[config.mk]
export PLATFORM = sky130hd
export DESIGN_NAME = cpu_top
export DESIGN_NICKNAME = d
export VERILOG_FILES = /design/src/verilog/cpu_pkg.sv /design/src/verilog/cpu_alu.sv /design/src/verilog/cpu_ctrl_rom.sv /design/src/verilog/cpu_sequencer.sv /design/src/verilog/cpu_datapath.sv /design/src/verilog/cpu_apb_master.sv /design/src/verilog/cpu_top.sv
export SDC_FILE = /design/constraint.sdc
export NUM_CORES = 1
export LEC_CHECK = 0
export BUFFER_PORTS_ARGS = -buffer_cell sky130_fd_sc_hd__buf_2
export CELL_PAD_IN_SITES_DETAIL_PLACEMENT = 0
export CELL_PAD_IN_SITES_GLOBAL_PLACEMENT = 1
export CORE_MARGIN = 2
export CORE_UTILIZATION = 47
export DETAILED_ROUTE_END_ITERATION = 8
export GPL_ROUTABILITY_DRIVEN = 1
export GPL_TIMING_DRIVEN = 0
export PLACE_DENSITY = 0.84
export SETUP_SLACK_MARGIN = 0.4
export SLEW_MARGIN = 20
export SYNTH_ARGS = -nofsm -noshare
export SYNTH_HDL_FRONTEND = slang
export SYNTH_SLANG_ARGS = --single-unit
[constraint.sdc]
create_clock -name clk -period 6.3 [get_ports clk]
set_input_delay 1.26 -clock clk [delete_from_list [all_inputs] [get_ports clk]]
set_output_delay 1.26 -clock clk [all_outputs]
set_load 0.005 [all_outputs]
[src/verilog/cpu_pkg.sv]
`default_nettype none

package cpu_pkg;

   // widths that carry a meaning
   typedef logic [7:0]  data_t;
   typedef logic [15:0] addr_t;
   typedef logic [7:0]  instr_t;
   typedef logic [2:0]  cyc_t;

   // first opcode fetch after reset, there is no vector
   localparam addr_t RESET_PC = 16'h0200;

   // cc field of an aaabbbcc opcode
   localparam logic [1:0] CC_MISC  = 2'b00;
   localparam logic [1:0] CC_ARITH = 2'b01;
   localparam logic [1:0] CC_REG   = 2'b10;

   typedef enum logic {BUS_READ, BUS_WRITE} bus_rw_e;

   // IDL_LOW means zero page, high byte forced to zero
   typedef enum logic [1:0] {ADDR_PC, ADDR_IDL_LOW, ADDR_IDL} addr_src_e;

   typedef enum logic [1:0] {WDATA_A, WDATA_X, WDATA_Y} wdata_src_e;

   // PC_JUMP loads {read data, idl low}
   typedef enum logic [1:0] {PC_HOLD, PC_INC, PC_JUMP} pc_op_e;

   typedef enum logic [1:0] {IDL_HOLD, IDL_LOAD_LOW, IDL_LOAD_HIGH} idl_op_e;

   // codes 0-3, 5 and 6 line up with aaa of the cc=01 group
   typedef enum logic [2:0] {
      ALU_OR  = 3'd0,
      ALU_AND = 3'd1,
      ALU_EOR = 3'd2,
      ALU_ADC = 3'd3,
      ALU_INC = 3'd4,
      ALU_FWD = 3'd5,
      ALU_CMP = 3'd6,
      ALU_DEC = 3'd7
   } alu_op_e;

   typedef enum logic [1:0] {OP1_A, OP1_X, OP1_Y} op1_src_e;

   typedef enum logic [1:0] {OP2_DATA, OP2_A, OP2_X, OP2_Y} op2_src_e;

   typedef enum logic [1:0] {DEST_NONE, DEST_A, DEST_X, DEST_Y} dest_e;

   typedef enum logic [1:0] {FLAG_HOLD, FLAG_ALU, FLAG_CLC, FLAG_SEC} flag_op_e;

   // one microcode step
   typedef struct packed {
      bus_rw_e    rw;
      addr_src_e  addr_src;
      wdata_src_e wdata_src;
      pc_op_e     pc_op;
      idl_op_e    idl_op;
      alu_op_e    alu_op;
      op1_src_e   op1_src;
      op2_src_e   op2_src;
      dest_e      dest;
      flag_op_e   flag_op;
      logic       last_step;
   } ctrl_word_t;

   typedef struct packed {
      bus_rw_e rw;
      addr_t   addr;
      data_t   wdata;
   } bus_req_t;

endpackage

`default_nettype wire

[src/verilog/cpu_alu.sv]
`timescale 1ns/1ps
`default_nettype none

module cpu_alu (
   input  wire cpu_pkg::alu_op_e op,
   input  wire cpu_pkg::data_t   a,
   input  wire cpu_pkg::data_t   b,
   input  wire                   carry_in,
   output cpu_pkg::data_t        result,
   output logic                  carry_out,
   output logic                  zero,
   output logic                  negative,
   output logic                  overflow
);

   logic [8:0] sum;
   logic [8:0] diff;

   assign sum  = {1'b0, a} + {1'b0, b} + {8'h00, carry_in};
   assign diff = {1'b0, a} - {1'b0, b};

   always_comb begin
      carry_out = carry_in;
      overflow  = 1'b0;
      case (op)
         cpu_pkg::ALU_OR:  result = a | b;
         cpu_pkg::ALU_AND: result = a & b;
         cpu_pkg::ALU_EOR: result = a ^ b;
         cpu_pkg::ALU_ADC: begin
            result    = sum[7:0];
            carry_out = sum[8];
            // same sign in, other sign out
            overflow  = (a[7] == b[7]) && (sum[7] != a[7]);
         end
         // carry set means no borrow
         cpu_pkg::ALU_CMP: begin
            result    = diff[7:0];
            carry_out = ~diff[8];
         end
         cpu_pkg::ALU_INC: result = a + 8'd1;
         cpu_pkg::ALU_DEC: result = a - 8'd1;
         default:          result = b;
      endcase
   end

   assign zero     = (result == 8'h00);
   assign negative = result[7];

endmodule

`default_nettype wire

[src/verilog/cpu_ctrl_rom.sv]
`timescale 1ns/1ps
`default_nettype none

module cpu_ctrl_rom (
   input  wire cpu_pkg::instr_t  instr,
   input  wire cpu_pkg::cyc_t    cyc,
   output cpu_pkg::ctrl_word_t   ctrl
);

   logic [2:0]          aaa;
   logic [2:0]          bbb;
   logic [1:0]          cc;
   logic                arith_ok;
   logic                op_step;
   cpu_pkg::dest_e      idx_dest;
   cpu_pkg::wdata_src_e idx_wdata;

   always_comb begin
      aaa = instr[7:5];
      bbb = instr[4:2];
      cc  = instr[1:0];

      // SBC is dropped, STA # does not exist
      arith_ok = (aaa != 3'b111) && !(aaa == 3'b100 && bbb == 3'b010);
      op_step  = 1'b0;

      // LDX/STX and LDY/STY differ only in the index register
      idx_dest  = (cc == cpu_pkg::CC_REG) ? cpu_pkg::DEST_X : cpu_pkg::DEST_Y;
      idx_wdata = (cc == cpu_pkg::CC_REG) ? cpu_pkg::WDATA_X : cpu_pkg::WDATA_Y;

      // default is a one step NOP with a dummy read at PC
      ctrl.rw        = cpu_pkg::BUS_READ;
      ctrl.addr_src  = cpu_pkg::ADDR_PC;
      ctrl.wdata_src = cpu_pkg::WDATA_A;
      ctrl.pc_op     = cpu_pkg::PC_HOLD;
      ctrl.idl_op    = cpu_pkg::IDL_HOLD;
      ctrl.alu_op    = cpu_pkg::ALU_FWD;
      ctrl.op1_src   = cpu_pkg::OP1_A;
      ctrl.op2_src   = cpu_pkg::OP2_DATA;
      ctrl.dest      = cpu_pkg::DEST_NONE;
      ctrl.flag_op   = cpu_pkg::FLAG_HOLD;
      ctrl.last_step = 1'b1;

      if (cyc == '0) begin
         // opcode fetch
         ctrl.pc_op     = cpu_pkg::PC_INC;
         ctrl.last_step = 1'b0;
      end else if (cc == cpu_pkg::CC_ARITH) begin
         if (arith_ok) begin
            case (bbb)
               // immediate
               3'b010: begin
                  op_step    = 1'b1;
                  ctrl.pc_op = cpu_pkg::PC_INC;
               end
               // zero page
               3'b001: begin
                  if (cyc == 3'd1) begin
                     ctrl.pc_op     = cpu_pkg::PC_INC;
                     ctrl.idl_op    = cpu_pkg::IDL_LOAD_LOW;
                     ctrl.last_step = 1'b0;
                  end else begin
                     op_step       = 1'b1;
                     ctrl.addr_src = cpu_pkg::ADDR_IDL_LOW;
                  end
               end
               // absolute
               3'b011: begin
                  if (cyc == 3'd1 || cyc == 3'd2) begin
                     ctrl.pc_op     = cpu_pkg::PC_INC;
                     ctrl.idl_op    = (cyc == 3'd1) ? cpu_pkg::IDL_LOAD_LOW
                                                    : cpu_pkg::IDL_LOAD_HIGH;
                     ctrl.last_step = 1'b0;
                  end else begin
                     op_step       = 1'b1;
                     ctrl.addr_src = cpu_pkg::ADDR_IDL;
                  end
               end
               default: ;
            endcase
         end

         // the step that touches the operand
         if (op_step) begin
            if (aaa == 3'b100) begin
               ctrl.rw = cpu_pkg::BUS_WRITE;
            end else begin
               ctrl.alu_op  = cpu_pkg::alu_op_e'(aaa);
               ctrl.flag_op = cpu_pkg::FLAG_ALU;
               // CMP only sets flags
               ctrl.dest    = (aaa == 3'b110) ? cpu_pkg::DEST_NONE : cpu_pkg::DEST_A;
            end
         end
      end else begin
         case ({cc, aaa, bbb})
            // LDY #, LDX #
            {cpu_pkg::CC_MISC, 6'b101_000}, {cpu_pkg::CC_REG, 6'b101_000}: begin
               ctrl.pc_op   = cpu_pkg::PC_INC;
               ctrl.dest    = idx_dest;
               ctrl.flag_op = cpu_pkg::FLAG_ALU;
            end
            // STY zpg, STX zpg
            {cpu_pkg::CC_MISC, 6'b100_001}, {cpu_pkg::CC_REG, 6'b100_001}: begin
               if (cyc == 3'd1) begin
                  ctrl.pc_op     = cpu_pkg::PC_INC;
                  ctrl.idl_op    = cpu_pkg::IDL_LOAD_LOW;
                  ctrl.last_step = 1'b0;
               end else begin
                  ctrl.rw        = cpu_pkg::BUS_WRITE;
                  ctrl.addr_src  = cpu_pkg::ADDR_IDL_LOW;
                  ctrl.wdata_src = idx_wdata;
               end
            end
            // JMP abs
            {cpu_pkg::CC_MISC, 6'b010_011}: begin
               if (cyc == 3'd1) begin
                  ctrl.pc_op     = cpu_pkg::PC_INC;
                  ctrl.idl_op    = cpu_pkg::IDL_LOAD_LOW;
                  ctrl.last_step = 1'b0;
               end else begin
                  ctrl.pc_op = cpu_pkg::PC_JUMP;
               end
            end
            // TYA, TXA
            {cpu_pkg::CC_MISC, 6'b100_110}, {cpu_pkg::CC_REG, 6'b100_010}: begin
               ctrl.op2_src = (cc == cpu_pkg::CC_REG) ? cpu_pkg::OP2_X : cpu_pkg::OP2_Y;
               ctrl.dest    = cpu_pkg::DEST_A;
               ctrl.flag_op = cpu_pkg::FLAG_ALU;
            end
            // TAY, TAX
            {cpu_pkg::CC_MISC, 6'b101_010}, {cpu_pkg::CC_REG, 6'b101_010}: begin
               ctrl.op2_src = cpu_pkg::OP2_A;
               ctrl.dest    = idx_dest;
               ctrl.flag_op = cpu_pkg::FLAG_ALU;
            end
            // INY, DEY
            {cpu_pkg::CC_MISC, 6'b110_010}, {cpu_pkg::CC_MISC, 6'b100_010}: begin
               ctrl.alu_op  = aaa[1] ? cpu_pkg::ALU_INC : cpu_pkg::ALU_DEC;
               ctrl.op1_src = cpu_pkg::OP1_Y;
               ctrl.dest    = cpu_pkg::DEST_Y;
               ctrl.flag_op = cpu_pkg::FLAG_ALU;
            end
            // INX, DEX
            {cpu_pkg::CC_MISC, 6'b111_010}, {cpu_pkg::CC_REG, 6'b110_010}: begin
               ctrl.alu_op  = (cc == cpu_pkg::CC_MISC) ? cpu_pkg::ALU_INC : cpu_pkg::ALU_DEC;
               ctrl.op1_src = cpu_pkg::OP1_X;
               ctrl.dest    = cpu_pkg::DEST_X;
               ctrl.flag_op = cpu_pkg::FLAG_ALU;
            end
            // CLC, SEC
            {cpu_pkg::CC_MISC, 6'b000_110}, {cpu_pkg::CC_MISC, 6'b001_110}: begin
               ctrl.flag_op = aaa[0] ? cpu_pkg::FLAG_SEC : cpu_pkg::FLAG_CLC;
            end
            // NOP and everything unknown
            default: ;
         endcase
      end
   end

endmodule

`default_nettype wire

[src/verilog/cpu_sequencer.sv]
`timescale 1ns/1ps
`default_nettype none

module cpu_sequencer (
   input  wire                      clk,
   input  wire                      rst_n,
   input  wire                      step_done,
   input  wire cpu_pkg::data_t      rdata,
   input  wire cpu_pkg::ctrl_word_t ctrl,
   output cpu_pkg::instr_t          instr,
   output cpu_pkg::cyc_t            cyc
);

   // everything waits for the bus step to complete
   always_ff @(posedge clk or negedge rst_n) begin
      if (!rst_n) begin
         instr <= '0;
         cyc   <= '0;
      end else if (step_done) begin
         // step 0 is the fetch, keep the opcode
         if (cyc == '0) begin
            instr <= rdata;
         end

         if (ctrl.last_step) begin
            cyc <= '0;
         end else begin
            cyc <= cyc + 3'd1;
         end
      end
   end

endmodule

`default_nettype wire

[src/verilog/cpu_datapath.sv]
`timescale 1ns/1ps
`default_nettype none

module cpu_datapath (
   input  wire                      clk,
   input  wire                      rst_n,
   input  wire cpu_pkg::ctrl_word_t ctrl,
   input  wire                      step_done,
   input  wire cpu_pkg::data_t      rdata,
   output cpu_pkg::bus_req_t        bus_req
);

   cpu_pkg::data_t a;
   cpu_pkg::data_t x;
   cpu_pkg::data_t y;
   cpu_pkg::addr_t pc;
   cpu_pkg::addr_t idl;
   logic           flag_n;
   logic           flag_z;
   logic           flag_c;
   logic           flag_v;

   cpu_pkg::data_t op1;
   cpu_pkg::data_t op2;
   cpu_pkg::data_t alu_result;
   logic           alu_carry;
   logic           alu_zero;
   logic           alu_negative;
   logic           alu_overflow;

   always_comb begin
      case (ctrl.op1_src)
         cpu_pkg::OP1_X: op1 = x;
         cpu_pkg::OP1_Y: op1 = y;
         default:        op1 = a;
      endcase

      case (ctrl.op2_src)
         cpu_pkg::OP2_A: op2 = a;
         cpu_pkg::OP2_X: op2 = x;
         cpu_pkg::OP2_Y: op2 = y;
         default:        op2 = rdata;
      endcase
   end

   cpu_alu alu_inst (
      .op        (ctrl.alu_op),
      .a         (op1),
      .b         (op2),
      .carry_in  (flag_c),
      .result    (alu_result),
      .carry_out (alu_carry),
      .zero      (alu_zero),
      .negative  (alu_negative),
      .overflow  (alu_overflow)
   );

   // registers only move when the bus step completes
   always_ff @(posedge clk or negedge rst_n) begin
      if (!rst_n) begin
         a      <= '0;
         x      <= '0;
         y      <= '0;
         pc     <= cpu_pkg::RESET_PC;
         flag_n <= 1'b0;
         flag_z <= 1'b0;
         flag_c <= 1'b0;
         flag_v <= 1'b0;
      end else if (step_done) begin
         case (ctrl.dest)
            cpu_pkg::DEST_A: a <= alu_result;
            cpu_pkg::DEST_X: x <= alu_result;
            cpu_pkg::DEST_Y: y <= alu_result;
            default: ;
         endcase

         case (ctrl.pc_op)
            cpu_pkg::PC_INC:  pc <= pc + 16'd1;
            cpu_pkg::PC_JUMP: pc <= {rdata, idl[7:0]};
            default: ;
         endcase

         case (ctrl.flag_op)
            cpu_pkg::FLAG_ALU: begin
               flag_n <= alu_negative;
               flag_z <= alu_zero;
               // only ADC and CMP own the carry
               if (ctrl.alu_op == cpu_pkg::ALU_ADC || ctrl.alu_op == cpu_pkg::ALU_CMP) begin
                  flag_c <= alu_carry;
               end
               if (ctrl.alu_op == cpu_pkg::ALU_ADC) begin
                  flag_v <= alu_overflow;
               end
            end
            cpu_pkg::FLAG_CLC: flag_c <= 1'b0;
            cpu_pkg::FLAG_SEC: flag_c <= 1'b1;
            default: ;
         endcase
      end
   end

   // operand address latch
   always_ff @(posedge clk) begin
      if (step_done) begin
         case (ctrl.idl_op)
            cpu_pkg::IDL_LOAD_LOW:  idl[7:0]  <= rdata;
            cpu_pkg::IDL_LOAD_HIGH: idl[15:8] <= rdata;
            default: ;
         endcase
      end
   end

   always_comb begin
      bus_req.rw = ctrl.rw;

      case (ctrl.addr_src)
         cpu_pkg::ADDR_IDL_LOW: bus_req.addr = {8'h00, idl[7:0]};
         cpu_pkg::ADDR_IDL:     bus_req.addr = idl;
         default:               bus_req.addr = pc;
      endcase

      case (ctrl.wdata_src)
         cpu_pkg::WDATA_X: bus_req.wdata = x;
         cpu_pkg::WDATA_Y: bus_req.wdata = y;
         default:          bus_req.wdata = a;
      endcase
   end

endmodule

`default_nettype wire

[src/verilog/cpu_apb_master.sv]
`timescale 1ns/1ps
`default_nettype none

module cpu_apb_master (
   input  wire                    clk,
   input  wire                    rst_n,
   input  wire cpu_pkg::bus_req_t bus_req,
   output logic                   psel,
   output logic                   penable,
   output logic                   pwrite,
   output cpu_pkg::addr_t         paddr,
   output cpu_pkg::data_t         pwdata,
   input  wire cpu_pkg::data_t    prdata,
   input  wire                    pready,
   output logic                   step_done,
   output cpu_pkg::data_t         rdata
);

   typedef enum logic {ST_SETUP, ST_ACCESS} apb_state_e;

   apb_state_e state;

   always_ff @(posedge clk or negedge rst_n) begin
      if (!rst_n) begin
         state <= ST_SETUP;
         psel  <= 1'b0;
      end else begin
         // the core always has a request pending
         psel <= 1'b1;
         case (state)
            ST_SETUP:  if (psel) state <= ST_ACCESS;
            ST_ACCESS: if (pready) state <= ST_SETUP;
            default:   state <= ST_SETUP;
         endcase
      end
   end

   assign penable = (state == ST_ACCESS);

   // the request only changes on step_done so it holds through the transfer
   assign pwrite = (bus_req.rw == cpu_pkg::BUS_WRITE);
   assign paddr  = bus_req.addr;
   assign pwdata = bus_req.wdata;

   assign step_done = penable && pready;
   assign rdata     = prdata;

endmodule

`default_nettype wire

[src/verilog/cpu_top.sv]
`timescale 1ns/1ps
`default_nettype none

module cpu_top (
   input  wire                 clk,
   input  wire                 rst_n,
   output logic                psel,
   output logic                penable,
   output logic                pwrite,
   output cpu_pkg::addr_t      paddr,
   output cpu_pkg::data_t      pwdata,
   input  wire cpu_pkg::data_t prdata,
   input  wire                 pready
);

   cpu_pkg::ctrl_word_t ctrl;
   cpu_pkg::bus_req_t   bus_req;
   cpu_pkg::instr_t     instr;
   cpu_pkg::cyc_t       cyc;
   cpu_pkg::data_t      rdata;
   logic                step_done;

   cpu_apb_master apb_master_inst (
      .clk       (clk),
      .rst_n     (rst_n),
      .bus_req   (bus_req),
      .psel      (psel),
      .penable   (penable),
      .pwrite    (pwrite),
      .paddr     (paddr),
      .pwdata    (pwdata),
      .prdata    (prdata),
      .pready    (pready),
      .step_done (step_done),
      .rdata     (rdata)
   );

   cpu_sequencer sequencer_inst (
      .clk       (clk),
      .rst_n     (rst_n),
      .step_done (step_done),
      .rdata     (rdata),
      .ctrl      (ctrl),
      .instr     (instr),
      .cyc       (cyc)
   );

   cpu_ctrl_rom ctrl_rom_inst (
      .instr (instr),
      .cyc   (cyc),
      .ctrl  (ctrl)
   );

   cpu_datapath datapath_inst (
      .clk       (clk),
      .rst_n     (rst_n),
      .ctrl      (ctrl),
      .step_done (step_done),
      .rdata     (rdata),
      .bus_req   (bus_req)
   );

endmodule

`default_nettype wire

==> results of run 1 <==
## cell type report
| class | instances | area share [%] |
|---|---|---|
| Clock buffer | 10 | 3.30 |
| Sequential cell | 70 | 26.4 |
| Buffer | 43 | 2.63 |
| Inverter | 42 | 2.27 |
| Clock inverter | 6 | 1.24 |
| Timing Repair Buffer | 37 | 2.70 |
| Multi-Input combinational cell | 587 | 58.3 |
| Tap cell | 172 | 3.10 |
## cells by family (layout without fill, tap and decap cells)
| logic type | Yosys count | count (layout) | share of synthesized area, % |
|---|---|---|---|
| AO/OA/AOI/OAI | 225 | 225 | 24.0 |
| XOR/XNOR | 13 | 13 | 1.84 |
| adder cells (fa/ha/maj) | 48 | 48 | 10.2 |
| buffers and inverters | 85 | 138 | 5.47 |
| flip-flops | 70 | 70 | 29.7 |
| multiplexers | 41 | 41 | 7.19 |
| other | 1 | 1 | 0.0607 |
| AND/OR/NAND/NOR | 259 | 259 | 21.6 |
## power by group
| part | total (mW) | internal [mW] | switching (mW) |
|---|---|---|---|
| Combinational | 1.57 | 0.589 | 0.982 |
| Sequential | 0.687 | 0.565 | 0.123 |
| Clock | 0.546 | 0.346 | 0.200 |
| Total | 2.80 | 1.50 | 1.30 |
## stage by stage
stage / instance area [um2] / util [%] / hold slack [ps] / instances
2_1_floorplan: 6180 / - / 469 / 742
3_3_place_gp: 6580 / 51.7 / 493 / 951
3_5_place_dp: 6580 / 51.7 / 510 / 951
4_1_cts: 6900 / 54.3 / 525 / 967
5_1_grt: 6940 / 54.6 / 552 / 967
6_report: 6940 / 54.6 / 521 / 967
## state kept, by name, indices dropped and copies added (netlist names)
signal / flops
sequencer_inst.instr: 8
datapath_inst.y: 8
datapath_inst.a: 8
datapath_inst.flag_c: 1
datapath_inst.pc: 16
apb_master_inst.penable: 1
apb_master_inst.psel: 1
sequencer_inst.cyc: 3
datapath_inst.idl: 16
datapath_inst.x: 8
## final timing paths
check | start | endpoint | slack [ps]
min in group asynchronous | rst_n | apb_master_inst.penable | 980
max reg2reg | sequencer_inst.instr[2] | datapath_inst.a[6] | 790
min | apb_master_inst.psel | apb_master_inst.penable | 520
max | sequencer_inst.instr[2] | datapath_inst.a[6] | 790
max in group asynchronous | rst_n | datapath_inst.a[3] | 4820
min reg2reg | apb_master_inst.psel | apb_master_inst.penable | 520
## layer usage
layer	vias up	part of all wire [%]
met5	-	0
met4	0	3.7
met3	60	6.7
met2	260	48
met1	2904	42
li1	2822	-
## repair_timing
| item | CTS | global route |
|---|---|---|
| setup endpoints to repair | 3 | 4 |
| gates resized for setup | 1 | 14 |
| buffers inserted | 0 | 0 |
## cells in the final DEF, fill, tap and decap left out, types with 20 or more instances in the layout
master    instances
nand2_1          88
o21ai_0          55
dfrtp_1          53
a21oi_1          47
nor2_1           44
ha_1             43
buf_2            42
inv_1            41
clkbuf_1         32
mux2_2           23
nor3_1           20
a22oi_1          20
nand3_1          20
## worst register-to-register path, stage by stage (launching register included)
cell      delay (ps)
dfrtp_1          450
clkbuf_1         290
nor4bb_2         420
nand2_1           80
or4_1            460
ha_1             430
clkbuf_2         240
o21ai_1          460
ha_1             320
clkbuf_1         210
o21a_1           220
o31a_1           140
or4b_2           610
o311ai_0         140
o221ai_1         260
a221oi_4         440
o21ai_0          180
## cells in the mapped netlist (all sizes together), types with 9 or more instances
master / n / area [um2]
o21ai: 61 / 313
nand2: 88 / 330
o22ai: 9 / 56.3
mux2: 24 / 274
nand2b: 10 / 62.6
buf: 10 / 56.3
a22oi: 20 / 150
a21oi: 48 / 252
nor3: 20 / 100
nor2: 45 / 169
dfrtp: 53 / 1330
edfxtp: 16 / 480
clkbuf: 33 / 124
nand3: 20 / 100
ha: 43 / 538
a22o: 9 / 78.8
o31ai: 13 / 111
mux2i: 17 / 170
o211ai: 9 / 67.6
and3: 13 / 86.3
inv: 41 / 154
==> results.sh, run 1 <==
export IMPL_first_pass_iters=5
export IMPL_synth_main_ff_cell="dfrtp_1"
export IMPL_r2r_cells=16
export IMPL_chipHeight_um=119
export IMPL_ant_nets=0
export IMPL_gp_congestion=0.957
export IMPL_finalSetupTns_ps=0
export IMPL_syn_cell_area_um2=6180
export IMPL_slowest_delay_ps=610
export IMPL_post_route_min_period_ps=5510
export IMPL_n_antenna_cell=0
export IMPL_cp_data_arrival_time_ps=5700
export IMPL_power_density_nw_per_um2=404
export IMPL_maxCapViolations=0
export IMPL_cts_tree="done"
export IMPL_hold_violations=0
export IMPL_critPathSlowestCell="or4b_2"
export IMPL_leakage_nw=2.96
export IMPL_multi_input_area_um2=4050
export IMPL_vias_per_cell=6.25
export IMPL_clock_tree_buffer_depth=2
export IMPL_cts_root_buf="clkbuf_16"
export IMPL_yosys_warnings=0
export IMPL_grt_overflow=0
export IMPL_syn_area_per_cell_um2=8.33
export IMPL_maxSlewHeadroom_pct=23.8
export IMPL_cp_top_family="compound AO/OA/AOI/OAI gates"
export IMPL_hold_class="flip-flop to flip-flop"
export IMPL_synth_cell_types=79
export IMPL_met3_usage_pct=4.92
export IMPL_cts_htree_levels=3
export IMPL_fin_nets=848
export IMPL_cp_max_fo=10
export IMPL_synth_nets=800
export IMPL_first_global_vias=5881
export IMPL_die_w_um=119
export IMPL_fin_total_pwr_mw=2.80
export IMPL_hold_depth=2
export IMPL_finalWirelength_um=20200
export IMPL_worst_slack_ps=795
export IMPL_seqCellArea_um2=1830
export IMPL_port_buffers=37
export IMPL_top_usage_layer="met2"
export IMPL_antenna_found_initial=0
export IMPL_wl_per_cell_um=20.8
export IMPL_io_pins=38
export IMPL_drv_slew=0
export IMPL_status="complete, no violations"
export IMPL_cp_start_kind="flip-flop"
export IMPL_crit_buf_inv=3
export IMPL_areaGrowthSynthToFinish_pct=12.3
export IMPL_layout_drive_gt1_share_pct=14.3
export IMPL_dpl_hpwl_um=15000
export IMPL_critical_path_class="flip-flop to flip-flop"
export IMPL_post_place_ws_ps=248
export IMPL_hold_buffers=0
export IMPL_synth_edff_count=16
export IMPL_grt_usage_pct=28.5
export IMPL_num_fill_cells=1239
export IMPL_required_ps=6490
export IMPL_dr_first_iter_drc_count=576
export IMPL_fin_crit_sh_pct=87.4
export IMPL_tightest_slew_ps=1130
export IMPL_grtUsageMet2_pct=47.1
export IMPL_max_freq_mhz=182
export IMPL_ys_ff_latch=70
export IMPL_grt_pass1_wl_um=31800
export IMPL_coreArea_um2=12700
export IMPL_finClkSkew_ps=9.90
export IMPL_initial_core_util_pct=48.6
export IMPL_path_depth=16
export IMPL_ys_seq_area_share_pct=29.7
export IMPL_numCtsBuffers=9
export IMPL_die_area_um2=14100
export IMPL_drc=0
export IMPL_syn_inst=742
export IMPL_row_count=41
export IMPL_num_vias=6046
export IMPL_ys_async_sr_fraction_pct=77.1
export IMPL_setup_viol=0
export IMPL_clkTransAtPathRegs_ps=60
export IMPL_insertion_delay_ps=340
export IMPL_rsz0062_at_grt="no"
export IMPL_irDropWorstVdd_uv=167
export IMPL_end_kind="flip-flop"
export IMPL_crit_chain="clkbuf_1 -> nor4bb_2 -> nand2_1 -> or4_1 -> ha_1 -> clkbuf_2 -> o21ai_1 -> ha_1 -> clkbuf_1 -> o21a_1 -> o31a_1 -> or4b_2 -> o311ai_0 -> o221ai_1 -> a221oi_4 -> o21ai_0"
export IMPL_grt_max_degree=55
export IMPL_cts_sinks=70
export IMPL_met1_usage_pct=36.5
No activity file was read; power rests on OpenSTA's default activity.
==> inputs of run 2 (changes only) <==
Settings changed: ABC_AREA set to 1, CORE_UTILIZATION 47 to 45.
==> results.sh, run 2 <==
export IMPL_status="complete, no violations"
export IMPL_final_core_util_pct=50.7
export IMPL_setup_viol=0
export IMPL_io_pins=38
export IMPL_ys_async_sr_fraction_pct=77.1
export IMPL_cts_root_buf="clkbuf_16"
export IMPL_ys_seq_area_share_pct=29.4
export IMPL_clock_tree_buffer_depth=2
export IMPL_wl_per_cell_um=16.6
export IMPL_insertion_delay_ps=350
export IMPL_rsz0062_at_grt="no"
export IMPL_synth_nets=969
export IMPL_cts_htree_levels=3
export IMPL_die_w_um=122
export IMPL_final_cell_mix="230 x nand2_1, 120 x inv_1, 81 x o21ai_0"
export IMPL_yosys_warnings=0
export IMPL_dr_first_iter_drc_count=588
export IMPL_fin_nets=1018
export IMPL_coreArea_um2=13700
export IMPL_die_area_um2=14800
export IMPL_critical_path_class="flip-flop to primary output"
export IMPL_synth_top_area_share_pct=21.2
export IMPL_areaGrowthSynthToFinish_pct=11.5
export IMPL_cts_tree="done"
export IMPL_pwr_share_seq_pct=25.2
export IMPL_yosysTopAreaCell="dfrtp_1"
export IMPL_finClkSkew_ps=6.37
export IMPL_drv_slew=0
export IMPL_switching_share_pct=50.4
export IMPL_hold_class="flip-flop to flip-flop"
export IMPL_fin_total_pwr_mw=2.86
export IMPL_final_common_cell="nand2_1"
export IMPL_grt_max_degree=55
export IMPL_combPwrFrac_pct=57.1
export IMPL_synth_main_ff_cell="dfrtp_1"
export IMPL_largestRegisters="datapath_inst.idl x16, datapath_inst.pc x16"
export IMPL_post_route_min_period_ps=4900
export IMPL_first_global_vias=5932
export IMPL_syn_cell_area_um2=6240
export IMPL_tightest_slew_ps=768
export IMPL_num_vias=6163
export IMPL_irDropWorstVdd_uv=230
export IMPL_ys_ff_latch=70
export IMPL_hold_buffers=0
export IMPL_synth_edff_count=16
export IMPL_synth_area_top_cells="dfrtp_1 21%, nand2_1 14%, ha_1 8.6%"
export IMPL_end_kind="primary output"
export IMPL_syn_inst=911
export IMPL_row_count=43
export IMPL_yosys_top_cells_count="230 x nand2_1, 120 x inv_1, 81 x o21ai_0"
export IMPL_antenna_found_initial=0
export IMPL_maxCapViolations=0
export IMPL_numCtsBuffers=9
export IMPL_layout_drive_gt1_share_pct=10.8
export IMPL_clkTransAtPathRegs_ps=60
export IMPL_required_ps=5040
export IMPL_holdWs_ps=479
export IMPL_maxSlewHeadroom_pct=48.3
export IMPL_vias_per_cell=5.38
export IMPL_clkPwrFrac_pct=17.7
export IMPL_chipHeight_um=122
export IMPL_max_freq_mhz=204
export IMPL_syn_area_per_cell_um2=6.85
export IMPL_cp_data_arrival_time_ps=3640
export IMPL_first_pass_iters=5
export IMPL_cts_resized=0
export IMPL_leakage_nw=3.52
export IMPL_dpl_hpwl_um=14500
export IMPL_fin_crit_sh_pct=77.8
export IMPL_post_cts_buffers=0
export IMPL_grt_overflow=0
export IMPL_cp_max_fo=10
export IMPL_yosysMostFrequentCell="nand2_1"
export IMPL_grt_usage_pct=27.0
export IMPL_grt_pass1_wl_um=30800
export IMPL_finalWirelength_um=19000
export IMPL_finalSetupTns_ps=0
export IMPL_initial_core_util_pct=45.5
export IMPL_cp_start_kind="flip-flop"
export IMPL_port_buffers=37
export IMPL_gp_congestion=0.929
export IMPL_cts_sinks=70
export IMPL_power_density_nw_per_um2=411
export IMPL_hold_violations=0
export IMPL_num_fill_cells=1444
export IMPL_cellInternalPower_mw=1.42
export IMPL_n_antenna_cell=0
export IMPL_ant_nets=0
export IMPL_drc=0
export IMPL_synth_cell_types=53
export IMPL_netSwitchingPower_mw=1.44
-- run 2: critical path, cell delays in order (launching register included) --
cell and delay [ps]:
dfrtp_1 370, inv_1 100, ha_1 230, nand2_4 150, inv_2 100, nor2_1 300, inv_1 220, nor3_1 300
ha_1 200, clkbuf_1 450, or2_2 210, clkbuf_1 300, nand3_1 130, o21ai_0 100, buf_2 140
-- run 2: final timing paths --
path                                  startpoint                    end  slack (ps)  depth (start not counted)
min in group asynchronous                  rst_n  sequencer_inst.cyc[2]         960                          1
max in group asynchronous                  rst_n     datapath_inst.x[0]        4820                          1
hold reg to reg               datapath_inst.a[0]     datapath_inst.a[0]         480                          2
hold / removal                datapath_inst.a[0]     datapath_inst.a[0]         480                          2
setup reg to reg           sequencer_inst.cyc[0]     datapath_inst.x[5]        1510                         23
setup / recovery           sequencer_inst.cyc[0]               paddr[7]        1400                         14
-- run 2: metrics by stage --
stage               setup WS [ps]  area, um2  cells
floorplan                    2630       6240    911
global placement             1580       6660   1128
detailed placement           1590       6670   1129
CTS                          1400       6960   1145
global route                 1030       6960   1145
finish                       1400       6960   1145
-- run 2: cells by family after synthesis --
logic type,share of synthesized area [%]
fa+ha+maj,9.90
simple gates,33.6
flops,29.4
compound gates,14.4
buf+inv,9.74
other cells,0.0601
xor+xnor,2.95
-- run 2: layout make-up --
| class | instances | area (um2) | share of cell area [%] |
|---|---|---|---|
| repair buffers | 38 | 195 | 2.80 |
| well taps | 180 | 225 | 3.24 |
| plain buffers | 22 | 103 | 1.47 |
| clock buffers | 10 | 229 | 3.29 |
| flip-flops and latches | 70 | 1830 | 26.3 |
| clock inverters | 6 | 62.6 | 0.899 |
| inverters | 132 | 505 | 7.26 |
| multi-input cells | 687 | 3810 | 54.7 |
-- run 2: power by group through the flow --
| stage | clock network (mW) | registers (mW) | logic, mW |
|---|---|---|---|
| global placement | 0 | 0.722 | 1.61 |
| detailed placement | 0 | 0.724 | 1.62 |
| CTS | 0.515 | 0.717 | 1.63 |
| global route | 0.535 | 0.737 | 1.85 |
| finish | 0.507 | 0.720 | 1.63 |
| floorplan | 0 | 0.687 | 1.17 |
-- run 2: layer usage --
metal | global-route usage [%] | share of wire, % | routed length [um]
met1 | 35.5 | 45 | 8460
met2 | 44.5 | 47 | 8950
met5 | 0 | 0 | 0
met3 | 4.26 | 4.7 | 893
met4 | 10.7 | 3.6 | 688
==> inputs of run 3 (changes only) <==
Clock period 6.3 ns to 4.68 ns, I/O delays scaled along.
==> results.sh, run 3 (same netlist as run 2, synthesis figures left out) <==
export IMPL_status="complete, no violations"
export IMPL_combPwrFrac_pct=58.3
export IMPL_layout_drive_gt1_share_pct=15.5
export IMPL_largestRegisters="datapath_inst.idl x16, datapath_inst.pc x16"
export IMPL_fin_total_pwr_mw=3.99
export IMPL_chipHeight_um=122
export IMPL_grt_usage_pct=27.0
export IMPL_clkPwrFrac_pct=17.2
export IMPL_post_route_min_period_ps=4040
export IMPL_die_area_um2=14800
export IMPL_final_common_cell="nand2_1"
export IMPL_maxCapViolations=0
export IMPL_clock_tree_buffer_depth=2
export IMPL_ant_nets=0
export IMPL_grt_overflow=0
export IMPL_finClkSkew_ps=6.99
export IMPL_drv_slew=0
export IMPL_cp_top_family="simple AND/OR/NAND/NOR gates"
export IMPL_cellInternalPower_mw=1.98
export IMPL_hold_violations=0
export IMPL_row_count=43
export IMPL_maxSlewHeadroom_pct=50.5
export IMPL_cp_data_arrival_time_ps=4270
export IMPL_vias_per_cell=5.37
export IMPL_fin_nets=1026
export IMPL_final_cell_mix="223 x nand2_1, 115 x inv_1, 76 x nand3_1"
export IMPL_irDropWorstVdd_uv=320
export IMPL_end_kind="flip-flop"
export IMPL_initial_core_util_pct=45.5
export IMPL_final_core_util_pct=52.1
export IMPL_power_density_nw_per_um2=559
export IMPL_port_buffers=37
export IMPL_hold_buffers=0
export IMPL_cts_sinks=70
export IMPL_antenna_found_initial=0
export IMPL_rsz0062_at_grt="no"
export IMPL_io_pins=38
export IMPL_critical_path_class="flip-flop to flip-flop"
export IMPL_first_pass_iters=5
export IMPL_grt_max_degree=55
export IMPL_dr_first_iter_drc_count=545
export IMPL_slowest_delay_ps=470
export IMPL_tightest_slew_ps=743
export IMPL_cts_tree="done"
export IMPL_numCtsBuffers=9
export IMPL_insertion_delay_ps=350
export IMPL_die_w_um=122
export IMPL_first_global_vias=5951
export IMPL_cts_root_buf="clkbuf_16"
export IMPL_leakage_nw=3.59
export IMPL_fin_crit_sh_pct=86.2
export IMPL_holdWs_ps=482
export IMPL_grt_pass1_wl_um=30900
export IMPL_cp_start_kind="flip-flop"
export IMPL_crit_buf_inv=3
export IMPL_hold_class="flip-flop to flip-flop"
export IMPL_required_ps=4910
export IMPL_clkTransAtPathRegs_ps=60
export IMPL_wl_per_cell_um=16.7
export IMPL_cp_max_fo=8
export IMPL_cts_htree_levels=3
export IMPL_finalSetupTns_ps=0
export IMPL_gp_congestion=0.929
export IMPL_critPathSlowestCell="fa_1"
export IMPL_coreArea_um2=13700
export IMPL_setup_viol=0
export IMPL_max_freq_mhz=248
export IMPL_switching_share_pct=50.3
export IMPL_n_antenna_cell=0
export IMPL_dpl_hpwl_um=14500
export IMPL_areaGrowthSynthToFinish_pct=14.4
export IMPL_netSwitchingPower_mw=2.01
export IMPL_num_fill_cells=1434
export IMPL_finalWirelength_um=19300
export IMPL_pwr_share_seq_pct=24.5
export IMPL_num_vias=6194
export IMPL_drc=0
export IMPL_crit_chain="inv_2 -> nand2_2 -> nor2_2 -> nand3_2 -> nor2_4 -> buf_4 -> ha_1 -> clkbuf_2 -> nand2_1 -> nand3_1 -> nand2_2 -> fa_1 -> fa_1 -> o31ai_1 -> xor2_1 -> or2_1 -> nand2_1 -> nor2_1 -> nand2_2 -> nand3_1 -> nand2_1"
==> run 3: path summary, 6_finish.rpt <==
check	startpoint	end	slack, ps	cells past startpoint
max	sequencer_inst.instr[2]	datapath_inst.a[4]	640	21
min in group asynchronous	rst_n	sequencer_inst.cyc[0]	630	1
min reg2reg	datapath_inst.a[0]	datapath_inst.a[0]	480	2
min	datapath_inst.a[0]	datapath_inst.a[0]	480	2
max in group asynchronous	rst_n	sequencer_inst.instr[7]	3510	1
max reg2reg	sequencer_inst.instr[2]	datapath_inst.a[4]	640	21
==> run 3: metal layers <==
metal | part of all wire [%] | up-vias | global-route usage, %
li1 | - | 3098 | -
met3 | 4.5 | 42 | 4.35
met4 | 3.4 | 0 | 10.3
met1 | 45 | 2874 | 35.6
met5 | 0 | - | 0
met2 | 47 | 180 | 44.6
==> run 3: tightest hold or removal path, stage by stage (launching register included) <==
cell     delay (ps)
dfrtp_1         350
nand2_1          50
nand2_1          50
==> run 3: per-stage QoR <==
stage / instances / setup WS [ps] / instance area, um2
4_1_cts: 1145 / 408 / 7000
2_1_floorplan: 911 / 1010 / 6240
3_5_place_dp: 1129 / -27.2 / 6670
3_3_place_gp: 1128 / -43.7 / 6660
5_1_grt: 1153 / 388 / 7140
6_report: 1153 / 644 / 7140
==> run 3: power by group through the flow <==
stage	Sequential, mW	Clock, mW	Combinational [mW]
floorplan	0.925	0	1.58
finish	0.977	0.686	2.33
CTS	0.968	0.693	2.21
global placement	0.971	0	2.17
detailed placement	0.975	0	2.18
global route	0.998	0.720	2.62
==> run 3: area by class of cell <==
| type | instances | area [um2] | area share [%] |
|---|---|---|---|
| Buffer | 22 | 129 | 1.80 |
| Inverter | 132 | 505 | 7.08 |
| Multi-Input combinational cell | 687 | 3900 | 54.6 |
| Clock inverter | 6 | 62.6 | 0.876 |
| Timing Repair Buffer | 46 | 255 | 3.57 |
| Clock buffer | 10 | 229 | 3.21 |
| Tap cell | 180 | 225 | 3.15 |
| Sequential cell | 70 | 1840 | 25.7 |
==> run 3: timing repair <==
action / in CTS / in global routing
setup buffers: 0 / 8
endpoints found under the hold margin: 0 / 0
endpoints found under the setup margin: 32 / 31
pin swaps: 1 / 8
gates resized for setup: 18 / 42
